File: src/include/rv_consts.svh
`ifndef RV_CONSTS_SVH
`define RV_CONSTS_SVH

// Data path and address width
`define RV_XLEN 32

// Architectural register count, x0 included
`define RV_NUM_REGS 32

// PC value held while rst is high
`define RV_RESET_PC 32'h0000_0000

// Major opcodes of the supported RV32I subset

// lw
`define RV_OP_LOAD 7'b0000011

// addi and the rest of the ALU immediate group
`define RV_OP_ALUI 7'b0010011

// sw
`define RV_OP_STORE 7'b0100011

// add, sub, and, or
`define RV_OP_ALU 7'b0110011

// beq
`define RV_OP_BRANCH 7'b1100011

// jal
`define RV_OP_JAL 7'b1101111

// Anything else is treated as a no-op by the core:
// no register write, no store, pc advances by 4

`endif

File: src/verilog/rv_pkg.sv
`default_nettype none

package rv_pkg;

    // ALU operation select
    typedef enum logic [2:0] {
        ALU_ADD  = 3'b000,
        ALU_SUB  = 3'b001,
        ALU_AND  = 3'b010,
        ALU_OR   = 3'b011,
        ALU_NONE = 3'b111
    } alu_ctrl_t;

    // Which instruction format the immediate comes from
    typedef enum logic [1:0] {
        IMM_I = 2'b00,
        IMM_S = 2'b01,
        IMM_B = 2'b10,
        IMM_J = 2'b11
    } imm_src_t;

    // Register write-back source
    typedef enum logic [1:0] {
        WB_ALU = 2'b00,
        WB_MEM = 2'b01,
        WB_PC4 = 2'b10
    } wb_src_t;

    // One instruction word seen through each encoding format
    typedef union packed {
        struct packed {
            logic [6:0] funct7;
            logic [4:0] rs2;
            logic [4:0] rs1;
            logic [2:0] funct3;
            logic [4:0] rd;
            logic [6:0] opcode;
        } r;
        struct packed {
            logic [11:0] imm_11_0;
            logic [4:0]  rs1;
            logic [2:0]  funct3;
            logic [4:0]  rd;
            logic [6:0]  opcode;
        } i;
        struct packed {
            logic [6:0] imm_11_5;
            logic [4:0] rs2;
            logic [4:0] rs1;
            logic [2:0] funct3;
            logic [4:0] imm_4_0;
            logic [6:0] opcode;
        } s;
        struct packed {
            logic       imm_12;
            logic [5:0] imm_10_5;
            logic [4:0] rs2;
            logic [4:0] rs1;
            logic [2:0] funct3;
            logic [3:0] imm_4_1;
            logic       imm_11;
            logic [6:0] opcode;
        } b;
        struct packed {
            logic       imm_20;
            logic [9:0] imm_10_1;
            logic       imm_11;
            logic [7:0] imm_19_12;
            logic [4:0] rd;
            logic [6:0] opcode;
        } j;
    } instr_t;

endpackage

`default_nettype wire
File: src/verilog/alu.sv
`timescale 1ns/1ps
`default_nettype none

`include "rv_consts.svh"

module alu (
    input  logic [`RV_XLEN-1:0] a,
    input  logic [`RV_XLEN-1:0] b,
    input  rv_pkg::alu_ctrl_t   alu_control,
    output logic [`RV_XLEN-1:0] result,
    output logic                zero
);

    import rv_pkg::*;

    always_comb begin
        case (alu_control)
            ALU_ADD: begin
                result = a + b;
            end
            ALU_SUB: begin
                result = a - b;
            end
            ALU_AND: begin
                result = a & b;
            end
            ALU_OR: begin
                result = a | b;
            end
            // ALU_NONE and any unused code
            default: begin
                result = '0;
            end
        endcase
    end

    // Used by beq after a subtract
    assign zero = (result == '0);

endmodule

`default_nettype wire

File: src/verilog/control.sv
`timescale 1ns/1ps
`default_nettype none

`include "rv_consts.svh"

module control (
    input  logic [6:0]         op,
    input  logic [2:0]         func3,
    input  logic               func7_5,
    input  logic               alu_zero,
    output rv_pkg::alu_ctrl_t  alu_control,
    output rv_pkg::imm_src_t   imm_source,
    output logic               mem_write,
    output logic               reg_write,
    output logic               alu_source,
    output rv_pkg::wb_src_t    write_back_source,
    output logic               pc_source
);

    import rv_pkg::*;

    // Coarse ALU class handed from the main decoder to the ALU decoder
    localparam logic [1:0] ALU_OP_ADD  = 2'b00;
    localparam logic [1:0] ALU_OP_SUB  = 2'b01;
    localparam logic [1:0] ALU_OP_FUNC = 2'b10;

    logic [1:0] alu_op;
    logic       branch;
    logic       jump;

    // Main decoder
    always_comb begin
        // Safe values, so an unknown opcode leaves all state alone
        reg_write         = 1'b0;
        mem_write         = 1'b0;
        imm_source        = IMM_I;
        alu_source        = 1'b0;
        alu_op            = ALU_OP_ADD;
        write_back_source = WB_ALU;
        branch            = 1'b0;
        jump              = 1'b0;

        case (op)
            `RV_OP_LOAD: begin
                reg_write         = 1'b1;
                imm_source        = IMM_I;
                alu_source        = 1'b1;
                write_back_source = WB_MEM;
            end
            `RV_OP_ALUI: begin
                // Every immediate ALU op is an add here, func3 is ignored
                reg_write         = 1'b1;
                imm_source        = IMM_I;
                alu_source        = 1'b1;
                write_back_source = WB_ALU;
            end
            `RV_OP_STORE: begin
                mem_write  = 1'b1;
                imm_source = IMM_S;
                alu_source = 1'b1;
            end
            `RV_OP_ALU: begin
                reg_write         = 1'b1;
                alu_source        = 1'b0;
                alu_op            = ALU_OP_FUNC;
                write_back_source = WB_ALU;
            end
            `RV_OP_BRANCH: begin
                // Compare by subtraction, zero flag means equal
                imm_source = IMM_B;
                alu_source = 1'b0;
                alu_op     = ALU_OP_SUB;
                branch     = 1'b1;
            end
            `RV_OP_JAL: begin
                reg_write         = 1'b1;
                imm_source        = IMM_J;
                write_back_source = WB_PC4;
                jump              = 1'b1;
            end
            default: begin
                // Treated as a no-op
                reg_write = 1'b0;
                mem_write = 1'b0;
            end
        endcase
    end

    // ALU decoder
    always_comb begin
        case (alu_op)
            ALU_OP_ADD: alu_control = ALU_ADD;
            ALU_OP_SUB: alu_control = ALU_SUB;
            ALU_OP_FUNC: begin
                case (func3)
                    // funct7 bit 5 turns add into sub
                    3'b000:  alu_control = func7_5 ? ALU_SUB : ALU_ADD;
                    3'b111:  alu_control = ALU_AND;
                    3'b110:  alu_control = ALU_OR;
                    // Unsupported R-type ops produce zero
                    default: alu_control = ALU_NONE;
                endcase
            end
            default: alu_control = ALU_NONE;
        endcase
    end

    // Taken beq or any jal
    assign pc_source = (alu_zero & branch) | jump;

endmodule

`default_nettype wire

File: src/verilog/cpu.sv
`timescale 1ns/1ps
`default_nettype none

`include "rv_consts.svh"

module cpu (
    input  logic                clk,
    input  logic                rst,
    output logic [`RV_XLEN-1:0] pc,
    input  logic [`RV_XLEN-1:0] instr,
    output logic [`RV_XLEN-1:0] data_addr,
    output logic [`RV_XLEN-1:0] data_wdata,
    output logic                data_we,
    input  logic [`RV_XLEN-1:0] data_rdata
);

    import rv_pkg::*;

    instr_t              instr_word;
    logic [6:0]          opcode;

    alu_ctrl_t           alu_control;
    imm_src_t            imm_source;
    wb_src_t             write_back_source;
    logic                mem_write;
    logic                reg_write;
    logic                alu_source;
    logic                pc_source;

    logic [`RV_XLEN-1:0] imm;
    logic [`RV_XLEN-1:0] rs1_data;
    logic [`RV_XLEN-1:0] rs2_data;
    logic [`RV_XLEN-1:0] alu_b;
    logic [`RV_XLEN-1:0] alu_result;
    logic                alu_zero;
    logic [`RV_XLEN-1:0] write_back;
    logic                rf_write_en;
    logic [`RV_XLEN-1:0] pc_plus4;
    logic [`RV_XLEN-1:0] pc_target;

    assign instr_word = instr;
    assign opcode     = instr_word.r.opcode;

    control control_inst (
        .op                (opcode),
        .func3             (instr_word.r.funct3),
        .func7_5           (instr_word.r.funct7[5]),
        .alu_zero          (alu_zero),
        .alu_control       (alu_control),
        .imm_source        (imm_source),
        .mem_write         (mem_write),
        .reg_write         (reg_write),
        .alu_source        (alu_source),
        .write_back_source (write_back_source),
        .pc_source         (pc_source)
    );

    imm_extend imm_extend_inst (
        .instr      (instr_word),
        .imm_source (imm_source),
        .imm        (imm)
    );

    // No architectural writes while in reset
    assign rf_write_en = reg_write & ~rst;

    reg_file reg_file_inst (
        .clk        (clk),
        .rst        (rst),
        .read_addr1 (instr_word.r.rs1),
        .read_addr2 (instr_word.r.rs2),
        .write_addr (instr_word.r.rd),
        .write_en   (rf_write_en),
        .write_data (write_back),
        .read_data1 (rs1_data),
        .read_data2 (rs2_data)
    );

    assign alu_b = alu_source ? imm : rs2_data;

    alu alu_inst (
        .a           (rs1_data),
        .b           (alu_b),
        .alu_control (alu_control),
        .result      (alu_result),
        .zero        (alu_zero)
    );

    // Data memory side
    assign data_addr  = alu_result;
    assign data_wdata = rs2_data;
    assign data_we    = mem_write & ~rst;

    assign pc_plus4  = pc + `RV_XLEN'd4;
    assign pc_target = pc + imm;

    always_comb begin
        case (write_back_source)
            WB_MEM:  write_back = data_rdata;
            WB_PC4:  write_back = pc_plus4;
            default: write_back = alu_result;
        endcase
    end

    // One instruction per cycle
    always_ff @(posedge clk) begin
        if (rst) begin
            pc <= `RV_RESET_PC;
        end else begin
            pc <= pc_source ? pc_target : pc_plus4;
        end
    end

endmodule

`default_nettype wire

File: src/verilog/imm_extend.sv
`timescale 1ns/1ps
`default_nettype none

module imm_extend (
    input  rv_pkg::instr_t   instr,
    input  rv_pkg::imm_src_t imm_source,
    output logic [31:0]      imm
);

    import rv_pkg::*;

    always_comb begin
        case (imm_source)
            IMM_I: begin
                imm = {{20{instr.i.imm_11_0[11]}}, instr.i.imm_11_0};
            end
            IMM_S: begin
                imm = {{20{instr.s.imm_11_5[6]}}, instr.s.imm_11_5, instr.s.imm_4_0};
            end
            IMM_B: begin
                // Halfword offset, bit 0 always clear
                imm = {{19{instr.b.imm_12}},
                       instr.b.imm_12,
                       instr.b.imm_11,
                       instr.b.imm_10_5,
                       instr.b.imm_4_1,
                       1'b0};
            end
            IMM_J: begin
                imm = {{11{instr.j.imm_20}},
                       instr.j.imm_20,
                       instr.j.imm_19_12,
                       instr.j.imm_11,
                       instr.j.imm_10_1,
                       1'b0};
            end
            default: begin
                imm = '0;
            end
        endcase
    end

endmodule

`default_nettype wire

File: src/verilog/reg_file.sv
`timescale 1ns/1ps
`default_nettype none

`include "rv_consts.svh"

module reg_file (
    input  logic                clk,
    input  logic                rst,
    input  logic [4:0]          read_addr1,
    input  logic [4:0]          read_addr2,
    input  logic [4:0]          write_addr,
    input  logic                write_en,
    input  logic [`RV_XLEN-1:0] write_data,
    output logic [`RV_XLEN-1:0] read_data1,
    output logic [`RV_XLEN-1:0] read_data2
);

    logic [`RV_XLEN-1:0] regs [`RV_NUM_REGS];

    // Write on the edge; x0 is never written
    always_ff @(posedge clk) begin
        if (rst) begin
            for (int k = 0; k < `RV_NUM_REGS; k++) begin
                regs[k] <= '0;
            end
        end else if (write_en && (write_addr != 5'd0)) begin
            regs[write_addr] <= write_data;
        end
    end

    // Asynchronous reads, a same-cycle write is not forwarded
    always_comb begin
        read_data1 = regs[read_addr1];
        read_data2 = regs[read_addr2];
        if (read_addr1 == 5'd0) begin
            read_data1 = '0;
        end
        if (read_addr2 == 5'd0) begin
            read_data2 = '0;
        end
    end

endmodule

`default_nettype wire

File: config.mk
export PLATFORM = sky130hd
export DESIGN_NAME = cpu
export DESIGN_NICKNAME = d
export VERILOG_FILES = /design/src/verilog/rv_pkg.sv /design/src/verilog/alu.sv /design/src/verilog/control.sv /design/src/verilog/cpu.sv /design/src/verilog/imm_extend.sv /design/src/verilog/reg_file.sv
export VERILOG_INCLUDE_DIRS = /design/src /design/src/include
export SDC_FILE = /design/constraint.sdc
export NUM_CORES = 2
export LEC_CHECK = 0
export BUFFER_PORTS_ARGS = -buffer_cell sky130_fd_sc_hd__buf_2
export CORE_MARGIN = 2
export CORE_UTILIZATION = 35
export CTS_CLUSTER_SIZE = 24
export DETAILED_ROUTE_END_ITERATION = 12
export HOLD_SLACK_MARGIN = 0.05
export SKIP_CTS_REPAIR_TIMING = 1
export SYNTH_ARGS = -nofsm -noshare
export SYNTH_HDL_FRONTEND = slang
export SYNTH_SLANG_ARGS = --single-unit
export TNS_END_PERCENT = 100
File: constraint.sdc
create_clock -name clk -period 25.2 [get_ports clk]
set_input_delay 3.78 -clock clk [delete_from_list [all_inputs] [get_ports clk]]
set_output_delay 3.78 -clock clk [all_outputs]
set_load 0.03 [all_outputs]
==> results.txt <==
The most area-hungry cell type in the Yosys netlist is edfxtp_1. Dividing the detail-routed via count by the number of cells gives 6.43. Once detail routing completed, the nets flagged for antenna violations numbered 0. The number of enable-type register cells in the synthesized netlist is 1024. The overall die height came out at about 420 um. For this run, asynchronously set or reset flops after synthesis account for 0%.

The count of endpoints failing setup in the final report is 0. The number of sinks handled by clock tree synthesis came out at 1056. For this run, the leading register cell type out of synthesis is edfxtp_1. The initial antenna violation count came out at 18.

The routed wire length came out at roughly 250000 um. The post-synthesis instance area came out at approximately 61000 um^2. The startpoint identified for the worst hold timing path is pc[14].

The clock reaches the later pin of the worst-skew pair after a little under 0.8 ns. TritonCTS built the clock tree. The warning count from the yosys run came out at 0. The number of optimization iterations in the first detailed-route pass came out at 8.

On the critical path, the stage with the largest delay is an instance of buf_4. The full die area came out at around 180000 um^2. The total number of vias came out at 47900. The distinct cell type count of the synthesized netlist is a little over 100.

The share of the clock period used by the worst path came out at 66.4%. The detailed-placement wirelength estimate came out at between 150000 and 200000 um. In this run the critical register-to-register path is captured at reg_file_inst.regs[27][31]. The tightest min-delay check is of the flop to flop type. The area added between synthesis and finish is 11.4%. From left edge to right edge, the die measures 421 um. The floorplan has ~150 rows. nor2_1 is the most common cell in the netlist.

Of the synthesized area, sequential elements account for roughly 51%. For this design the top-level I/O count stands at 163. The number of clock buffers added by TritonCTS is between 100 and 150. The standard cell core area is around 170000 um^2. Sorting the synthesized cells by how often they occur yields 1154 x nor2_1, 1024 x edfxtp_1, 349 x mux4_2. After detailed routing, the number of remaining DRC violations is 0. The worst slew slack as a fraction of its limit came out at -5.19%. The total number of nets in the final design is 5147.

The hold violation total from the final report came out at 0. The clock period could shrink to approximately 17 ns. STA classifies the critical path endpoint as an output port. The internal power is 3310 uW. The post-placement setup slack came out at around 8.7 ns.

The longest clock path from root to sink contains 3 buffers. The global-route wire length before repair is between 300000 and 400000 um. The synthesis-stage register bit count is 1056. The startpoint of the worst register-to-register path is reg_file_inst.regs[27][0].

The worst hold path terminates at pc[14]. The average routed wire per standard cell came out at between 30 and 40 um. The checks that failed: max-slew violations. Data on the critical path is required at its endpoint by approximately 21 ns. The worst setup path is of the primary input to output port kind. The maximum resistive drop on vdd came out at 60.0 uV.

The number of maximum-capacitance violations came out at 0. The measured slew at the worst slew-check pin came out at 1.58 ns. The worst reg-to-reg path cell count came out at 29. The fraction of power consumed by the clock network came out at approximately a third. The initial utilization of the core area, before any placement, comes to between 30% and 40%. Across every metal layer, demand over resource in global routing totals between 20% and 30%. The worst setup margin came out at between 8 and 9 ns. The flow ran to the end, but the final reports show violations. The final RePlAce weighted congestion is about 0.95. The aggregate global routing overflow came out at 0. The count of final max-slew check failures came out at 1. The number of fill cells in the layout came out at about 16000. Cells with a size suffix above 1 make up about a fifth of the layout. The post-CTS clock slew at the launch and capture registers of the worst setup and hold paths is ~0.060 ns. The setup slack of the most critical reg-to-reg path came out at between 15 and 20 ns. By area the synthesized netlist is led by edfxtp_1 50%, mux4_2 13%, nor2_1 7.1%, mux2i_1 5.1%, clkbuf_1 1.8%. Net switching is 35.7% of the power. Synthesis handed over a netlist of 4986 instances. The final clock skew came out at approximately 0.043 ns. Input and output buffers added on the ports amount to approximately 160. The relative contribution of combinational cells to total power is 27.7%. The total net switching power came out at between 1500 and 2000 uW. The setup total negative slack came out at 0 ns.

On the worst path, the slowest cell contributes a delay of roughly 0.8 ns. For this block, the initial DRC count from the detailed router was just under 8000. The master cell of the clock root buffer is clkbuf_16. The utilization of the core after routing came out at 39.2%.

The number of cells traversed by the worst hold path came out at 2. The maximum level of the CTS H-tree came out at 3. The upper clock frequency limit is 59.8 MHz. Setup repair after global routing left no endpoint under its margin. The largest net degree at the start of global routing is just under 90.

STA classifies the critical path startpoint as a primary input. The biggest fanout along the worst timing path is 50. The number of global-route vias before repair was 45800. The total power consumption of the routed design came out at slightly above 5000 uW.

Averaged over all synthesized cells, the footprint is between 10 and 15 um^2. The power density over cell area is 75.8 nW/um^2. Of the total power, registers draw 39.2%. The synthesized design devotes to its leading area cell type a little over 50% of total area.

At the worst endpoint, the arrival time is between 10 and 15 ns. The static leakage power is 0.0247 uW.
-- cells in the final DEF, fill, tap and decap left out, drive strengths merged, types with 17 or more instances in the layout --
cell | netlist | final
edfxtp | 1024 | 1024
nor2b | 28 | 28
a31oi | 21 | 21
a21oi | 178 | 178
conb | 1 | 32
nor3 | 55 | 55
inv | 38 | 42
dfxtp | 32 | 32
a21o | 36 | 36
and2 | 38 | 38
a22oi | 128 | 128
mux2 | 39 | 39
xnor2 | 55 | 55
and3 | 38 | 38
o311ai | 17 | 17
mux4 | 384 | 384
a221oi | 23 | 23
a211oi | 25 | 25
ha | 69 | 69
o21ai | 73 | 73
mux2i | 308 | 308
nor4 | 27 | 27
nand2 | 215 | 215
buf | 174 | 337
o21a | 18 | 18
o211ai | 30 | 30
o22ai | 66 | 66
xor2 | 50 | 50
nor2 | 1155 | 1155
clkinv | 1 | 55
or3 | 28 | 28
nand3 | 68 | 68
clkbuf | 285 | 141
o221ai | 30 | 30
-- kinds of logic (layout without fill, tap and decap cells) --
kind of cell | after synthesis | in the layout | share of synthesized area (%)
compound gates | 768 | 768 | 8.70
xor+xnor | 105 | 105 | 1.51
fa+ha+maj | 81 | 81 | 1.66
buf+inv | 498 | 591 | 4.18
flops | 1056 | 1056 | 51.5
mux | 731 | 731 | 20.2
other cells | 1 | 39 | 0.00615
simple gates | 1746 | 1746 | 12.3
-- final cells by class --
| class | count | area (um^2) | area share (%) |
|---|---|---|---|
| flip-flops and latches | 1056 | 31400 | 46.2 |
| inverters | 39 | 146 | 0.216 |
| repair buffers | 338 | 2200 | 3.24 |
| diodes | 7 | 17.5 | 0.0258 |
| multi-input cells | 3463 | 27600 | 40.6 |
| well taps | 2325 | 2910 | 4.28 |
| clock inverters | 74 | 692 | 1.02 |
| clock buffers | 140 | 2970 | 4.38 |
-- state kept, by name, summed over array words and instances (netlist names) --
name	cells
pc	32
reg_file_inst.regs	1024
-- stage by stage --
stage	cells	instance area, um^2	hold WS (ns)
after floorplan	5017	61100	0.745
after global routing	7435	67900	0.757
after global placement	7221	64200	0.651
after CTS	7435	67900	0.695
after detailed placement	7221	64200	0.685
final	7442	67900	0.690
-- power by group through the flow --
stage	Clock [uW]	Combinational (uW)	Sequential (uW)
2_1_floorplan	0	844	2050
3_3_place_gp	0	1380	2050
3_5_place_dp	0	1380	2060
4_1_cts	1700	1380	2020
5_1_grt	1770	1470	2030
6_report	1700	1420	2020
-- layer usage --
metal	wire, um	track usage (%)	up-vias	share of wire (%)
met5	108	0	-	0.043
met4	15500	15.0	16	6.1
met3	35100	8.34	815	14
met2	110000	41.3	3950	44
met1	91500	35.4	24000	36
li1	-	-	19100	-
-- worst max-delay path: cells and delay by family --
kind / cells / cell delay (ns)
AO/OA/AOI/OAI: 12 / 3.15
XOR/XNOR: 2 / 0.25
adder cells (fa/ha/maj): 2 / 0.64
buffers and inverters: 5 / 2.98
AND/OR/NAND/NOR: 8 / 1.96
-- worst max path at each step --
stage	start	endpoint	slack, ns
after floorplan	instr[15]	data_addr[28]	10.86
after global placement	instr[21]	data_addr[31]	8.67
after detailed placement	instr[20]	data_addr[31]	8.68
after CTS	instr[20]	data_addr[31]	8.65
after global routing	instr[20]	data_addr[31]	8.00
final	instr[20]	data_addr[31]	8.47
Power figures use the tool's default switching activity.
